## config.mk

```make
export PLATFORM = sky130hd
export DESIGN_NAME = sd_reader_top
export DESIGN_NICKNAME = d
export VERILOG_FILES = /design/src/sd_reader_pkg.sv /design/src/sd_if.sv /design/src/sd_spi_engine.sv /design/src/sd_card_ctrl.sv /design/src/sd_sector_buffer.sv /design/src/sd_reader_top.sv
export VERILOG_INCLUDE_DIRS = /design/src
export SDC_FILE = /design/constraint.sdc
export NUM_CORES = 2
export LEC_CHECK = 0
export BUFFER_PORTS_ARGS = -buffer_cell sky130_fd_sc_hd__buf_4
export CORE_MARGIN = 4
export CORE_UTILIZATION = 50
export DETAILED_ROUTE_END_ITERATION = 12
export MAX_ROUTING_LAYER = met4
export PLACE_DENSITY = 0.79
export SLEW_MARGIN = 0
export SYNTH_ARGS = -nofsm -noshare
export SYNTH_HDL_FRONTEND = slang
export SYNTH_SLANG_ARGS = --single-unit
```

## constraint.sdc

```tcl
create_clock -name clk -period 7.4 [get_ports clk]
set_input_delay 0.74 -clock clk [delete_from_list [all_inputs] [get_ports clk]]
set_output_delay 0.74 -clock clk [all_outputs]
set_load 0.02 [all_outputs]
```

## src/sd_reader_config.svh

```systemverilog
//********************************************************************
// compile-time timing for the sd reader, no runtime configuration
// SD_SIM set to 1 shortens init for simulation, set 0 for a real card
//********************************************************************
`ifndef SD_READER_CONFIG_SVH
`define SD_READER_CONFIG_SVH

// simulation shortening flag
`define SD_SIM 1

// system clocks per spi half period, slow one must give <= 400 khz
`define SD_CLK_DIV_SLOW ((`SD_SIM) ? 4 : 63)
`define SD_CLK_DIV_FAST 2

// idle clocks with cs high before cmd0, multiple of 8
`define SD_INIT_CLOCKS 80
// acmd41 loop bound, counter is 12 bits
`define SD_ACMD41_TRIES ((`SD_SIM) ? 16 : 2000)
// bytes polled for r1 or data token, counter is 10 bits
`define SD_RESP_WAIT 1000
`define SD_SECTOR_BYTES 512

`endif

```

## src/sd_reader_pkg.sv

```systemverilog
//********************************************************************
// shared types of the sd sector reader
//********************************************************************
package sd_reader_pkg;

  // host command on the top level port
  typedef enum logic [1:0] {
    CMD_IDLE = 2'd0,
    CMD_READ = 2'd1,
    CMD_NEXT = 2'd2
  } host_cmd_e;

  typedef enum logic [1:0] {
    TYPE_UNKNOWN = 2'd0,
    TYPE_SDV1    = 2'd1,
    TYPE_SDV2    = 2'd2,
    TYPE_SDHC    = 2'd3
  } card_type_e;

  // controller state, also shown on card_stat
  typedef enum logic [3:0] {
    ST_RESET,
    ST_INIT_CLKS,
    ST_CMD0,
    ST_CMD8,
    ST_CMD55,
    ST_ACMD41,
    ST_CMD58,
    ST_IDLE,
    ST_CMD17,
    ST_TOKEN,
    ST_DATA,
    ST_CRC,
    ST_ERROR
  } ctrl_state_e;

  // step inside one command exchange
  typedef enum logic [1:0] {PH_FRAME, PH_POLL, PH_TAIL} cmd_phase_e;

  // sector buffer states
  typedef enum logic [1:0] {BUF_INIT, BUF_IDLE, BUF_READ} buf_state_e;

endpackage

```

## src/sd_if.sv

```systemverilog
//********************************************************************
// internal links: controller to spi engine, buffer to controller
// start may only come while the engine is not shifting
//********************************************************************
`timescale 1ns/1ns

// byte level spi link
interface sd_spi_if;
  logic       start;
  logic [7:0] tx_byte;
  logic       fast;
  logic       cs_n;
  logic [7:0] rx_byte;
  logic       done;

  modport controller (output start, tx_byte, fast, cs_n, input rx_byte, done);
  modport engine (input start, tx_byte, fast, cs_n, output rx_byte, done);
endinterface

// sector read request and byte stream
interface sd_read_if;
  logic        rstart;
  logic [31:0] rsector;
  logic        rbusy;
  logic        rdone;
  logic        outen;
  logic [8:0]  outaddr;
  logic [7:0]  outbyte;

  modport buffer (
    output rstart, rsector,
    input  rbusy, rdone, outen, outaddr, outbyte
  );
  modport controller (
    input  rstart, rsector,
    output rbusy, rdone, outen, outaddr, outbyte
  );
endinterface

```

## src/sd_spi_engine.sv

```systemverilog
//********************************************************************
// spi mode 0 byte shifter, msb first, sd_clk idles low
// keeps clocking with cs_n high, the controller uses this for init
//********************************************************************
`timescale 1ns/1ns
`include "sd_reader_config.svh"

module sd_spi_engine (
  input  logic     clk,
  input  logic     rst_n,
  sd_spi_if.engine spi,
  output logic     sd_clk,
  output logic     sd_mosi,
  input  logic     sd_miso,
  output logic     sd_cs_n
);

  localparam logic [15:0] div_slow = 16'(`SD_CLK_DIV_SLOW - 1);
  localparam logic [15:0] div_fast = 16'(`SD_CLK_DIV_FAST - 1);

  logic        active;
  logic        last;
  logic [15:0] div_cnt;
  logic [15:0] div_load;
  logic [2:0]  bit_cnt;
  logic [7:0]  tx_sr;
  logic [7:0]  rx_sr;
  logic        tick;

  assign div_load    = spi.fast ? div_fast : div_slow;
  // half period boundary while a byte is in flight
  assign tick        = active && (div_cnt == 16'd0);
  assign sd_mosi     = tx_sr[7];
  assign sd_cs_n     = spi.cs_n;
  assign spi.rx_byte = rx_sr;

  always_ff @(posedge clk) begin
    if (!rst_n) begin
      active   <= 1'b0;
      last     <= 1'b0;
      spi.done <= 1'b0;
      div_cnt  <= 16'd0;
      bit_cnt  <= 3'd0;
      sd_clk   <= 1'b0;
      tx_sr    <= 8'hFF;
    end else begin
      // done trails the last falling edge by one cycle
      spi.done <= last;
      last     <= 1'b0;
      if (spi.start) begin
        active  <= 1'b1;
        div_cnt <= div_load;
        bit_cnt <= 3'd0;
        tx_sr   <= spi.tx_byte;
      end else if (tick) begin
        div_cnt <= div_load;
        sd_clk  <= ~sd_clk;
        // falling edge: next bit out, line idles high after the byte
        if (sd_clk) begin
          tx_sr   <= {tx_sr[6:0], 1'b1};
          bit_cnt <= bit_cnt + 3'd1;
          if (bit_cnt == 3'd7) begin
            active <= 1'b0;
            last   <= 1'b1;
          end
        end
      end else if (active) begin
        div_cnt <= div_cnt - 16'd1;
      end
    end
  end

  // sample miso on the rising edge
  always_ff @(posedge clk) begin
    if (tick && !sd_clk) begin
      rx_sr <= {rx_sr[6:0], sd_miso};
    end
  end

endmodule

```

## src/sd_card_ctrl.sv

```systemverilog
//********************************************************************
// sd init (cmd0, cmd8, acmd41, cmd58) and cmd17 single sector read
// no crc check, no retry: any card error parks in ST_ERROR, rbusy high
//********************************************************************
`timescale 1ns/1ns
`include "sd_reader_config.svh"

module sd_card_ctrl import sd_reader_pkg::*; (
  input  logic         clk,
  input  logic         rst_n,
  sd_spi_if.controller spi,
  sd_read_if.controller rd,
  output logic [3:0]   card_stat,
  output card_type_e   card_type
);

  localparam logic [9:0]  init_last   = 10'(`SD_INIT_CLOCKS / 8 - 1);
  localparam logic [9:0]  resp_last   = 10'(`SD_RESP_WAIT - 1);
  localparam logic [9:0]  sector_last = 10'(`SD_SECTOR_BYTES - 1);
  localparam logic [11:0] tries_last  = 12'(`SD_ACMD41_TRIES - 1);

  ctrl_state_e state;
  cmd_phase_e  phase;
  card_type_e  ctype;
  logic        pend;
  logic        v2;
  logic [9:0]  cnt;
  logic [11:0] tries;
  logic [23:0] tail;
  logic [5:0]  cmd_idx;
  logic [31:0] cmd_arg;
  logic [7:0]  cmd_crc;
  logic [7:0]  frame;
  logic [7:0]  tx_next;
  logic        in_cmd;

  assign card_stat = state;
  assign card_type = ctype;
  assign in_cmd    = state inside {ST_CMD0, ST_CMD8, ST_CMD55, ST_ACMD41, ST_CMD58, ST_CMD17};

  // command frame of the current state
  always_comb begin
    cmd_idx = 6'd0;
    cmd_arg = 32'd0;
    cmd_crc = 8'h01;
    case (state)
      ST_CMD0: cmd_crc = 8'h95;
      ST_CMD8: begin
        cmd_idx = 6'd8;
        cmd_arg = 32'h0000_01AA;
        cmd_crc = 8'h87;
      end
      ST_CMD55: cmd_idx = 6'd55;
      ST_ACMD41: begin
        cmd_idx = 6'd41;
        // hcs bit only for v2 cards
        cmd_arg = {1'b0, v2, 30'd0};
      end
      ST_CMD58: cmd_idx = 6'd58;
      ST_CMD17: begin
        cmd_idx = 6'd17;
        // byte address unless high capacity
        cmd_arg = (ctype == TYPE_SDHC) ? rd.rsector : {rd.rsector[22:0], 9'd0};
      end
      default: cmd_idx = 6'd0;
    endcase
    case (cnt[2:0])
      3'd0:    frame = {2'b01, cmd_idx};
      3'd1:    frame = cmd_arg[31:24];
      3'd2:    frame = cmd_arg[23:16];
      3'd3:    frame = cmd_arg[15:8];
      3'd4:    frame = cmd_arg[7:0];
      default: frame = cmd_crc;
    endcase
    tx_next = (in_cmd && phase == PH_FRAME) ? frame : 8'hFF;
  end

  always_ff @(posedge clk) begin
    if (!rst_n) begin
      state     <= ST_RESET;
      phase     <= PH_FRAME;
      ctype     <= TYPE_UNKNOWN;
      pend      <= 1'b0;
      v2        <= 1'b0;
      cnt       <= 10'd0;
      tries     <= 12'd0;
      spi.start <= 1'b0;
      spi.fast  <= 1'b0;
      spi.cs_n  <= 1'b1;
      rd.rbusy  <= 1'b1;
      rd.rdone  <= 1'b0;
      rd.outen  <= 1'b0;
    end else begin
      spi.start <= 1'b0;
      rd.rdone  <= 1'b0;
      rd.outen  <= 1'b0;
      case (state)
        ST_RESET: state <= ST_INIT_CLKS;
        ST_IDLE: begin
          if (rd.rstart) begin
            state    <= ST_CMD17;
            phase    <= PH_FRAME;
            cnt      <= 10'd0;
            rd.rbusy <= 1'b1;
          end
        end
        ST_ERROR: state <= ST_ERROR;
        default: begin
          // one byte in flight at a time, next start after done
          if (!pend) begin
            spi.start   <= 1'b1;
            spi.tx_byte <= tx_next;
            pend        <= 1'b1;
          end else if (spi.done) begin
            pend <= 1'b0;
            cnt  <= cnt + 10'd1;
            case (state)
              ST_INIT_CLKS: begin
                if (cnt == init_last) begin
                  state    <= ST_CMD0;
                  cnt      <= 10'd0;
                  spi.cs_n <= 1'b0;
                end
              end
              ST_TOKEN: begin
                if (spi.rx_byte == 8'hFE) begin
                  state <= ST_DATA;
                  cnt   <= 10'd0;
                end else if (spi.rx_byte != 8'hFF || cnt == resp_last) begin
                  state <= ST_ERROR;
                end
              end
              ST_DATA: begin
                rd.outen   <= 1'b1;
                rd.outaddr <= cnt[8:0];
                rd.outbyte <= spi.rx_byte;
                if (cnt == sector_last) begin
                  state <= ST_CRC;
                  cnt   <= 10'd0;
                end
              end
              ST_CRC: begin
                // both crc bytes dropped
                if (cnt[0]) begin
                  state    <= ST_IDLE;
                  rd.rdone <= 1'b1;
                  rd.rbusy <= 1'b0;
                end
              end
              default: begin
                if (phase == PH_FRAME) begin
                  if (cnt == 10'd5) begin
                    phase <= PH_POLL;
                    cnt   <= 10'd0;
                  end
                end else if (phase == PH_POLL) begin
                  if (spi.rx_byte == 8'hFF) begin
                    if (cnt == resp_last) state <= ST_ERROR;
                  end else begin
                    // r1 arrived
                    cnt   <= 10'd0;
                    phase <= PH_FRAME;
                    case (state)
                      ST_CMD0: state <= (spi.rx_byte == 8'h01) ? ST_CMD8 : ST_ERROR;
                      ST_CMD8: begin
                        // illegal command means a v1 card
                        if (spi.rx_byte[2]) state <= ST_CMD55;
                        else if (spi.rx_byte == 8'h01) phase <= PH_TAIL;
                        else state <= ST_ERROR;
                      end
                      ST_CMD55: state <= (spi.rx_byte[7:1] == 7'd0) ? ST_ACMD41 : ST_ERROR;
                      ST_ACMD41: begin
                        if (spi.rx_byte == 8'h00) begin
                          state <= ST_CMD58;
                        end else if (spi.rx_byte != 8'h01 || tries == tries_last) begin
                          state <= ST_ERROR;
                        end else begin
                          tries <= tries + 12'd1;
                          state <= ST_CMD55;
                        end
                      end
                      ST_CMD58: begin
                        if (spi.rx_byte == 8'h00) phase <= PH_TAIL;
                        else state <= ST_ERROR;
                      end
                      ST_CMD17: state <= (spi.rx_byte == 8'h00) ? ST_TOKEN : ST_ERROR;
                      default: state <= ST_ERROR;
                    endcase
                  end
                end else begin
                  // four trailing bytes of r7 or r3
                  tail <= {tail[15:0], spi.rx_byte};
                  if (cnt == 10'd3) begin
                    cnt   <= 10'd0;
                    phase <= PH_FRAME;
                    if (state == ST_CMD8) begin
                      // voltage accepted and check pattern echoed
                      if ({tail[3:0], spi.rx_byte} == 12'h1AA) begin
                        v2    <= 1'b1;
                        state <= ST_CMD55;
                      end else begin
                        state <= ST_ERROR;
                      end
                    end else begin
                      // ocr bit 30 is ccs
                      if (tail[22]) ctype <= TYPE_SDHC;
                      else ctype <= v2 ? TYPE_SDV2 : TYPE_SDV1;
                      state    <= ST_IDLE;
                      spi.fast <= 1'b1;
                      rd.rbusy <= 1'b0;
                    end
                  end
                end
              end
            endcase
          end
        end
      endcase
    end
  end

endmodule

```

## src/sd_sector_buffer.sv

```systemverilog
//********************************************************************
// host side: command decode, 512 byte sector store, output index
// commands are ignored while busy, data_out reads 0 before any read
//********************************************************************
`timescale 1ns/1ns
`include "sd_reader_config.svh"

module sd_sector_buffer import sd_reader_pkg::*; (
  input  logic         clk,
  input  logic         rst_n,
  input  host_cmd_e    command,
  input  logic [31:0]  sector_address,
  output logic [7:0]   data_out,
  output logic         busy,
  sd_read_if.buffer    rd
);

  logic [7:0] mem [`SD_SECTOR_BYTES];
  logic [8:0] index;
  logic       filled;
  buf_state_e state;

  // byte under the index, shown once a sector has been stored
  assign data_out = filled ? mem[index] : 8'h00;

  always_ff @(posedge clk) begin
    if (!rst_n) begin
      state     <= BUF_INIT;
      busy      <= 1'b1;
      rd.rstart <= 1'b0;
      index     <= 9'd0;
      filled    <= 1'b0;
    end else begin
      rd.rstart <= 1'b0;
      case (state)
        // wait for card init to finish
        BUF_INIT: begin
          if (!rd.rbusy) begin
            busy  <= 1'b0;
            state <= BUF_IDLE;
          end
        end
        BUF_IDLE: begin
          if (command == CMD_READ) begin
            rd.rsector <= sector_address;
            rd.rstart  <= 1'b1;
            // byte 0 is ready when busy drops
            index      <= 9'd0;
            busy       <= 1'b1;
            state      <= BUF_READ;
          end else if (command == CMD_NEXT) begin
            // wraps 511 to 0
            index <= index + 9'd1;
          end
        end
        BUF_READ: begin
          if (rd.rdone) begin
            busy   <= 1'b0;
            filled <= 1'b1;
            state  <= BUF_IDLE;
          end
        end
        default: state <= BUF_INIT;
      endcase
    end
  end

  // bytes land as they come from the card, no back-pressure
  always_ff @(posedge clk) begin
    if (rd.outen) begin
      mem[rd.outaddr] <= rd.outbyte;
    end
  end

endmodule

```

## src/sd_reader_top.sv

```systemverilog
//********************************************************************
// sd card sector reader, spi mode, single 512 byte block reads
// host steps through the stored sector one byte per CMD_NEXT
//********************************************************************
`timescale 1ns/1ns

module sd_reader_top import sd_reader_pkg::*; (
  input  logic        clk,
  input  logic        rst_n,
  input  host_cmd_e   command,
  input  logic [31:0] sector_address,
  output logic [7:0]  data_out,
  output logic        busy,
  output logic [3:0]  card_stat,
  output card_type_e  card_type,
  output logic        sd_cs_n,
  output logic        sd_clk,
  output logic        sd_mosi,
  input  logic        sd_miso
);

  // controller to spi engine
  sd_spi_if  spi_bus ();
  // buffer to controller
  sd_read_if rd_bus ();

  sd_sector_buffer buffer_inst (
    .clk            (clk),
    .rst_n          (rst_n),
    .command        (command),
    .sector_address (sector_address),
    .data_out       (data_out),
    .busy           (busy),
    .rd             (rd_bus.buffer)
  );

  sd_card_ctrl ctrl_inst (
    .clk       (clk),
    .rst_n     (rst_n),
    .spi       (spi_bus.controller),
    .rd        (rd_bus.controller),
    .card_stat (card_stat),
    .card_type (card_type)
  );

  sd_spi_engine engine_inst (
    .clk     (clk),
    .rst_n   (rst_n),
    .spi     (spi_bus.engine),
    .sd_clk  (sd_clk),
    .sd_mosi (sd_mosi),
    .sd_miso (sd_miso),
    .sd_cs_n (sd_cs_n)
  );

endmodule

```

==> impl_metrics.yaml <==
outcome:
  status: "complete, but fails checks"
  failed_checks: "capacitance limit, slew limit"
detailed_routing:
  drtAntennaViolNets: 0
  num_vias: 87100
  drt-wirelength-per-cell_um: 33.9
  drc_errors: 0
  viasPerCell: 6.76
  drt_iter0_drc: 15800
  dr.pass1.iters: 8
  wl_mm: 436
synth:
  synth_area_per_cell_um2: 20.8
  yosys_register_bits: 4260
  synth_edf_count: 4168
  synthFlopType: "edfxtp_1"
  synth_cells: 7981
  syn_area_um2: 166000
  yosys_warnings: 0
  async_flop_share_pct: 0
  ys_seq_area_share_pct: 76.6
  synth.distinct_cells: 81
  synth_nets: 8029
grt:
  gr-total-overflow: 0
  grt_pass1_vias: 87500
  antenna_found_initial: 28
  grt-busiest-layer: "met2"
  gr-usage-all-layers_pct: 26.1
  grt_max_degree: 219
  grt_use_met2_pct: 39.6
  met3_usage_pct: 7.44
  met1_usage_pct: 33.2
  grt_pass1_wl_mm: 633
clock_network:
  root_buffer: "clkbuf_16"
  clk_latency_ns: 1.00
  path_clk_slew_ns: 0.06
  cts_resized: 0
  h-tree-depth: 5
  clkSinkCount: 4260
  clockBufferDepth: 4
  cts_tree: "built"
  cts_inserted_buffers: 400
cells_and_area:
  nFillCells: 22400
  syn_to_final_growth_pct: 11.5
  final_area_um2: 185000
  finalNetCount: 8190
  drive_above_1_share_pct: 22.0
critical_path:
  critPathSlowestCell: "o21ai_0"
  cp-start-kind: "flop"
  path_max_fanout: 44
  endpoint_kind: "output port"
  cp_data_required_time_ns: 6.66
  cp_top_family: "compound AO/OA/AOI/OAI gates"
  max_stage_delay_ns: 1.28
  crit_chain: "nand2_4 > buf_4 > o221ai_1 > o22ai_1 > o21ai_0 > nand4_1 > o21ai_0 > nand3_1 > nand2_1 > buf_4"
  crit_arrival_ns: 6.45
  path_buf_inv: 2
  criticalPathCategory: "flop to output port"
pwr:
  seq_power_share_pct: 54.6
  ir_drop_mv: 0.212
  clkPwrFrac_pct: 44.3
  p_sw_w: 0.00974
  leakagePower_nw: 54.8
  power_frac_comb_pct: 1.1
  p_sw_share_pct: 20.2
  power_density_nw_per_um2: 260
  power.internal_w: 0.0384
die:
  io_pins: 55
  die_y_um: 584
  dieWidth_um: 584
  initial_core_util_pct: 50.2
  dieArea_um2: 341000
  rows: 211
  core_area_um2: 330000
sta:
  finalSetupViolCount: 0
  fin_crit_ns: 7.19
  drv_slew: 56
  worst_pin_slew_ns: 1.56
  fin_worst_hold_slack_ns: 0.102
  finClkSkew_ns: 0.0965
  fmax_mhz: 139
  rsz0062_at_grt: "false"
  finalCritPeriodShare_pct: 97.1
  hold_violations: 0
  slew_headroom_pct: -5.08
placed_design:
  gp_congestion: 0.918
  dp_hpwl_mm: 237
  numPortBuffers: 54
  postPlaceCellArea_um2: 171000
worst_hold_path:
  hp-class: "input port to flop"
run:
  cap_violations: 3
## Yosys cell counts (6+ instances only)
cell type,instances,share of area (%)
xnor2_1,18,0.095
nand2_1,154,0.35
a22o_1,6,0.032
clkbuf_1,246,0.56
ha_1,11,0.083
and2_1,10,0.038
o31ai_1,10,0.045
nor2_1,621,1.4
nand4_1,25,0.094
nor3_1,50,0.15
or3_1,13,0.049
dfxtp_1,92,1.1
nor3b_1,9,0.041
nand3_1,52,0.16
a311oi_1,6,0.032
xor2_1,11,0.058
nor4_1,16,0.060
buf_4,49,0.22
mux2_2,17,0.12
nand2b_1,13,0.049
buf_2,86,0.26
a22oi_1,59,0.27
inv_1,19,0.043
edfxtp_1,4168,75
o21ai_0,110,0.33
and3_1,25,0.094
nor2b_1,20,0.075
buf_1,54,0.12
o211ai_1,6,0.027
a21oi_1,175,0.53
a211oi_1,21,0.095
o22ai_1,107,0.40
buf_6,48,0.33
mux2i_1,381,2.3
o221ai_1,179,0.95
mux4_2,991,13
a221oi_1,19,0.10
## worst paths after layout
path | from | to | slack, ns | depth (start not counted)
worst max-delay path | flop | data_out[0] | 0.21 | 10
worst min-delay path | rst_n | engine_inst.tx_sr[6] | 0.10 | 2
worst max register to register | ctrl_inst.rd.outaddr[7] | buffer_inst.mem[178][5] | 3.44 | 3
worst min register to register | ctrl_inst.tail[6] | ctrl_inst.tail[14] | 0.42 | 0
## through the flow
stage / cells / TNS (ns) / power (W) / setup WS (ns) / utilization [%]
5_1_grt: 12900 / 0 / 0.0493 / 0.388 / 56.0
3_5_place_dp: 12100 / 0 / 0.0273 / 1.84 / 51.8
4_1_cts: 12800 / 0 / 0.0481 / 0.619 / 56.0
2_1_floorplan: 7981 / -791.13 / 0.0272 / -0.193 / -
3_3_place_gp: 12100 / 0 / 0.0273 / 1.99 / 51.8
6_report: 12900 / 0 / 0.0481 / 0.212 / 56.0
## flip-flops by register name, indices dropped and copies added, names as in the netlist, 2 cells and up, named ones only
name and cells:
ctrl_inst.phase 2, engine_inst.div_cnt 16, engine_inst.spi.rx_byte 8, buffer_inst.rd.rsector 32, ctrl_inst.card_stat 4, ctrl_inst.cnt 10
buffer_inst.mem 4096, engine_inst.tx_sr 8, ctrl_inst.tries 12, engine_inst.bit_cnt 3, buffer_inst.state 2, buffer_inst.index 9
ctrl_inst.tail 7, ctrl_inst.rd.outbyte 8, ctrl_inst.spi.tx_byte 8, ctrl_inst.rd.outaddr 9, ctrl_inst.card_type 2
## power groups by stage
stage,clock [W],sequential [W],combinational [W]
CTS,0.0213,0.0263,0.000533
finish,0.0213,0.0263,0.000541
floorplan,0,0.0267,0.000427
global route,0.0224,0.0263,0.000599
detailed placement,0,0.0268,0.000517
global placement,0,0.0268,0.000494
## kinds of logic (layout without fill, tap and decap cells)
family	after synthesis	after routing	share of synthesized area, %
AOI/OAI and AO/OA	744	744	3.04
xor gates and xnor gates	29	29	0.153
adders and majority gates	11	11	0.0830
buffers and inverters	507	1003	1.55
DFF	4260	4260	76.6
muxes	1389	1389	15.9
other	0	38	0
and+or+nand+nor	1041	1041	2.74
## layer usage
layer  vias to the layer above  routed length, um
li1                      33700                  -
met1                     44600             146000
met2                      7427             209000
met3                      1358              58600
met4                         0              22600
met5                         -                  0
## cell type report
cell class,count,area [um^2],area share [%]
inverters,22,97.6,0.0528
multi-input cells,3214,36500,19.7
clock buffers,472,10400,5.62
repair buffers,244,2310,1.25
diodes,38,95.1,0.0514
well taps,4366,5460,2.95
flip-flops and latches,4260,127000,68.7
clock inverters,265,3060,1.65
## what timing repair did
action	CTS	global route
endpoints found under the hold margin	33	0
hold buffers	33	0
setup buffers	0	0
## placed cells by master, fill, tap and decap left out, types with 23 or more instances in the layout
master	Yosys	final
nor3_1	50	47
clkinv_1	1	84
clkbuf_1	246	66
clkinvlp_4	0	23
nand4_1	25	25
and3_1	25	25
a22oi_1	59	59
bufinv_16	0	54
buf_4	49	179
nor2_1	621	617
o22ai_1	107	107
dlygate4sd3_1	0	33
o21ai_0	110	110
clkbuf_16	0	404
a21oi_1	175	175
mux4_2	991	991
edfxtp_1	4168	4168
dfxtp_1	92	87
mux2i_1	381	381
o221ai_1	179	179
nand3_1	52	48
diode_2	0	38
nand2_1	154	141
clkinv_2	0	68
buf_12	0	32
Note: power is estimated with default switching activity, not from simulation.
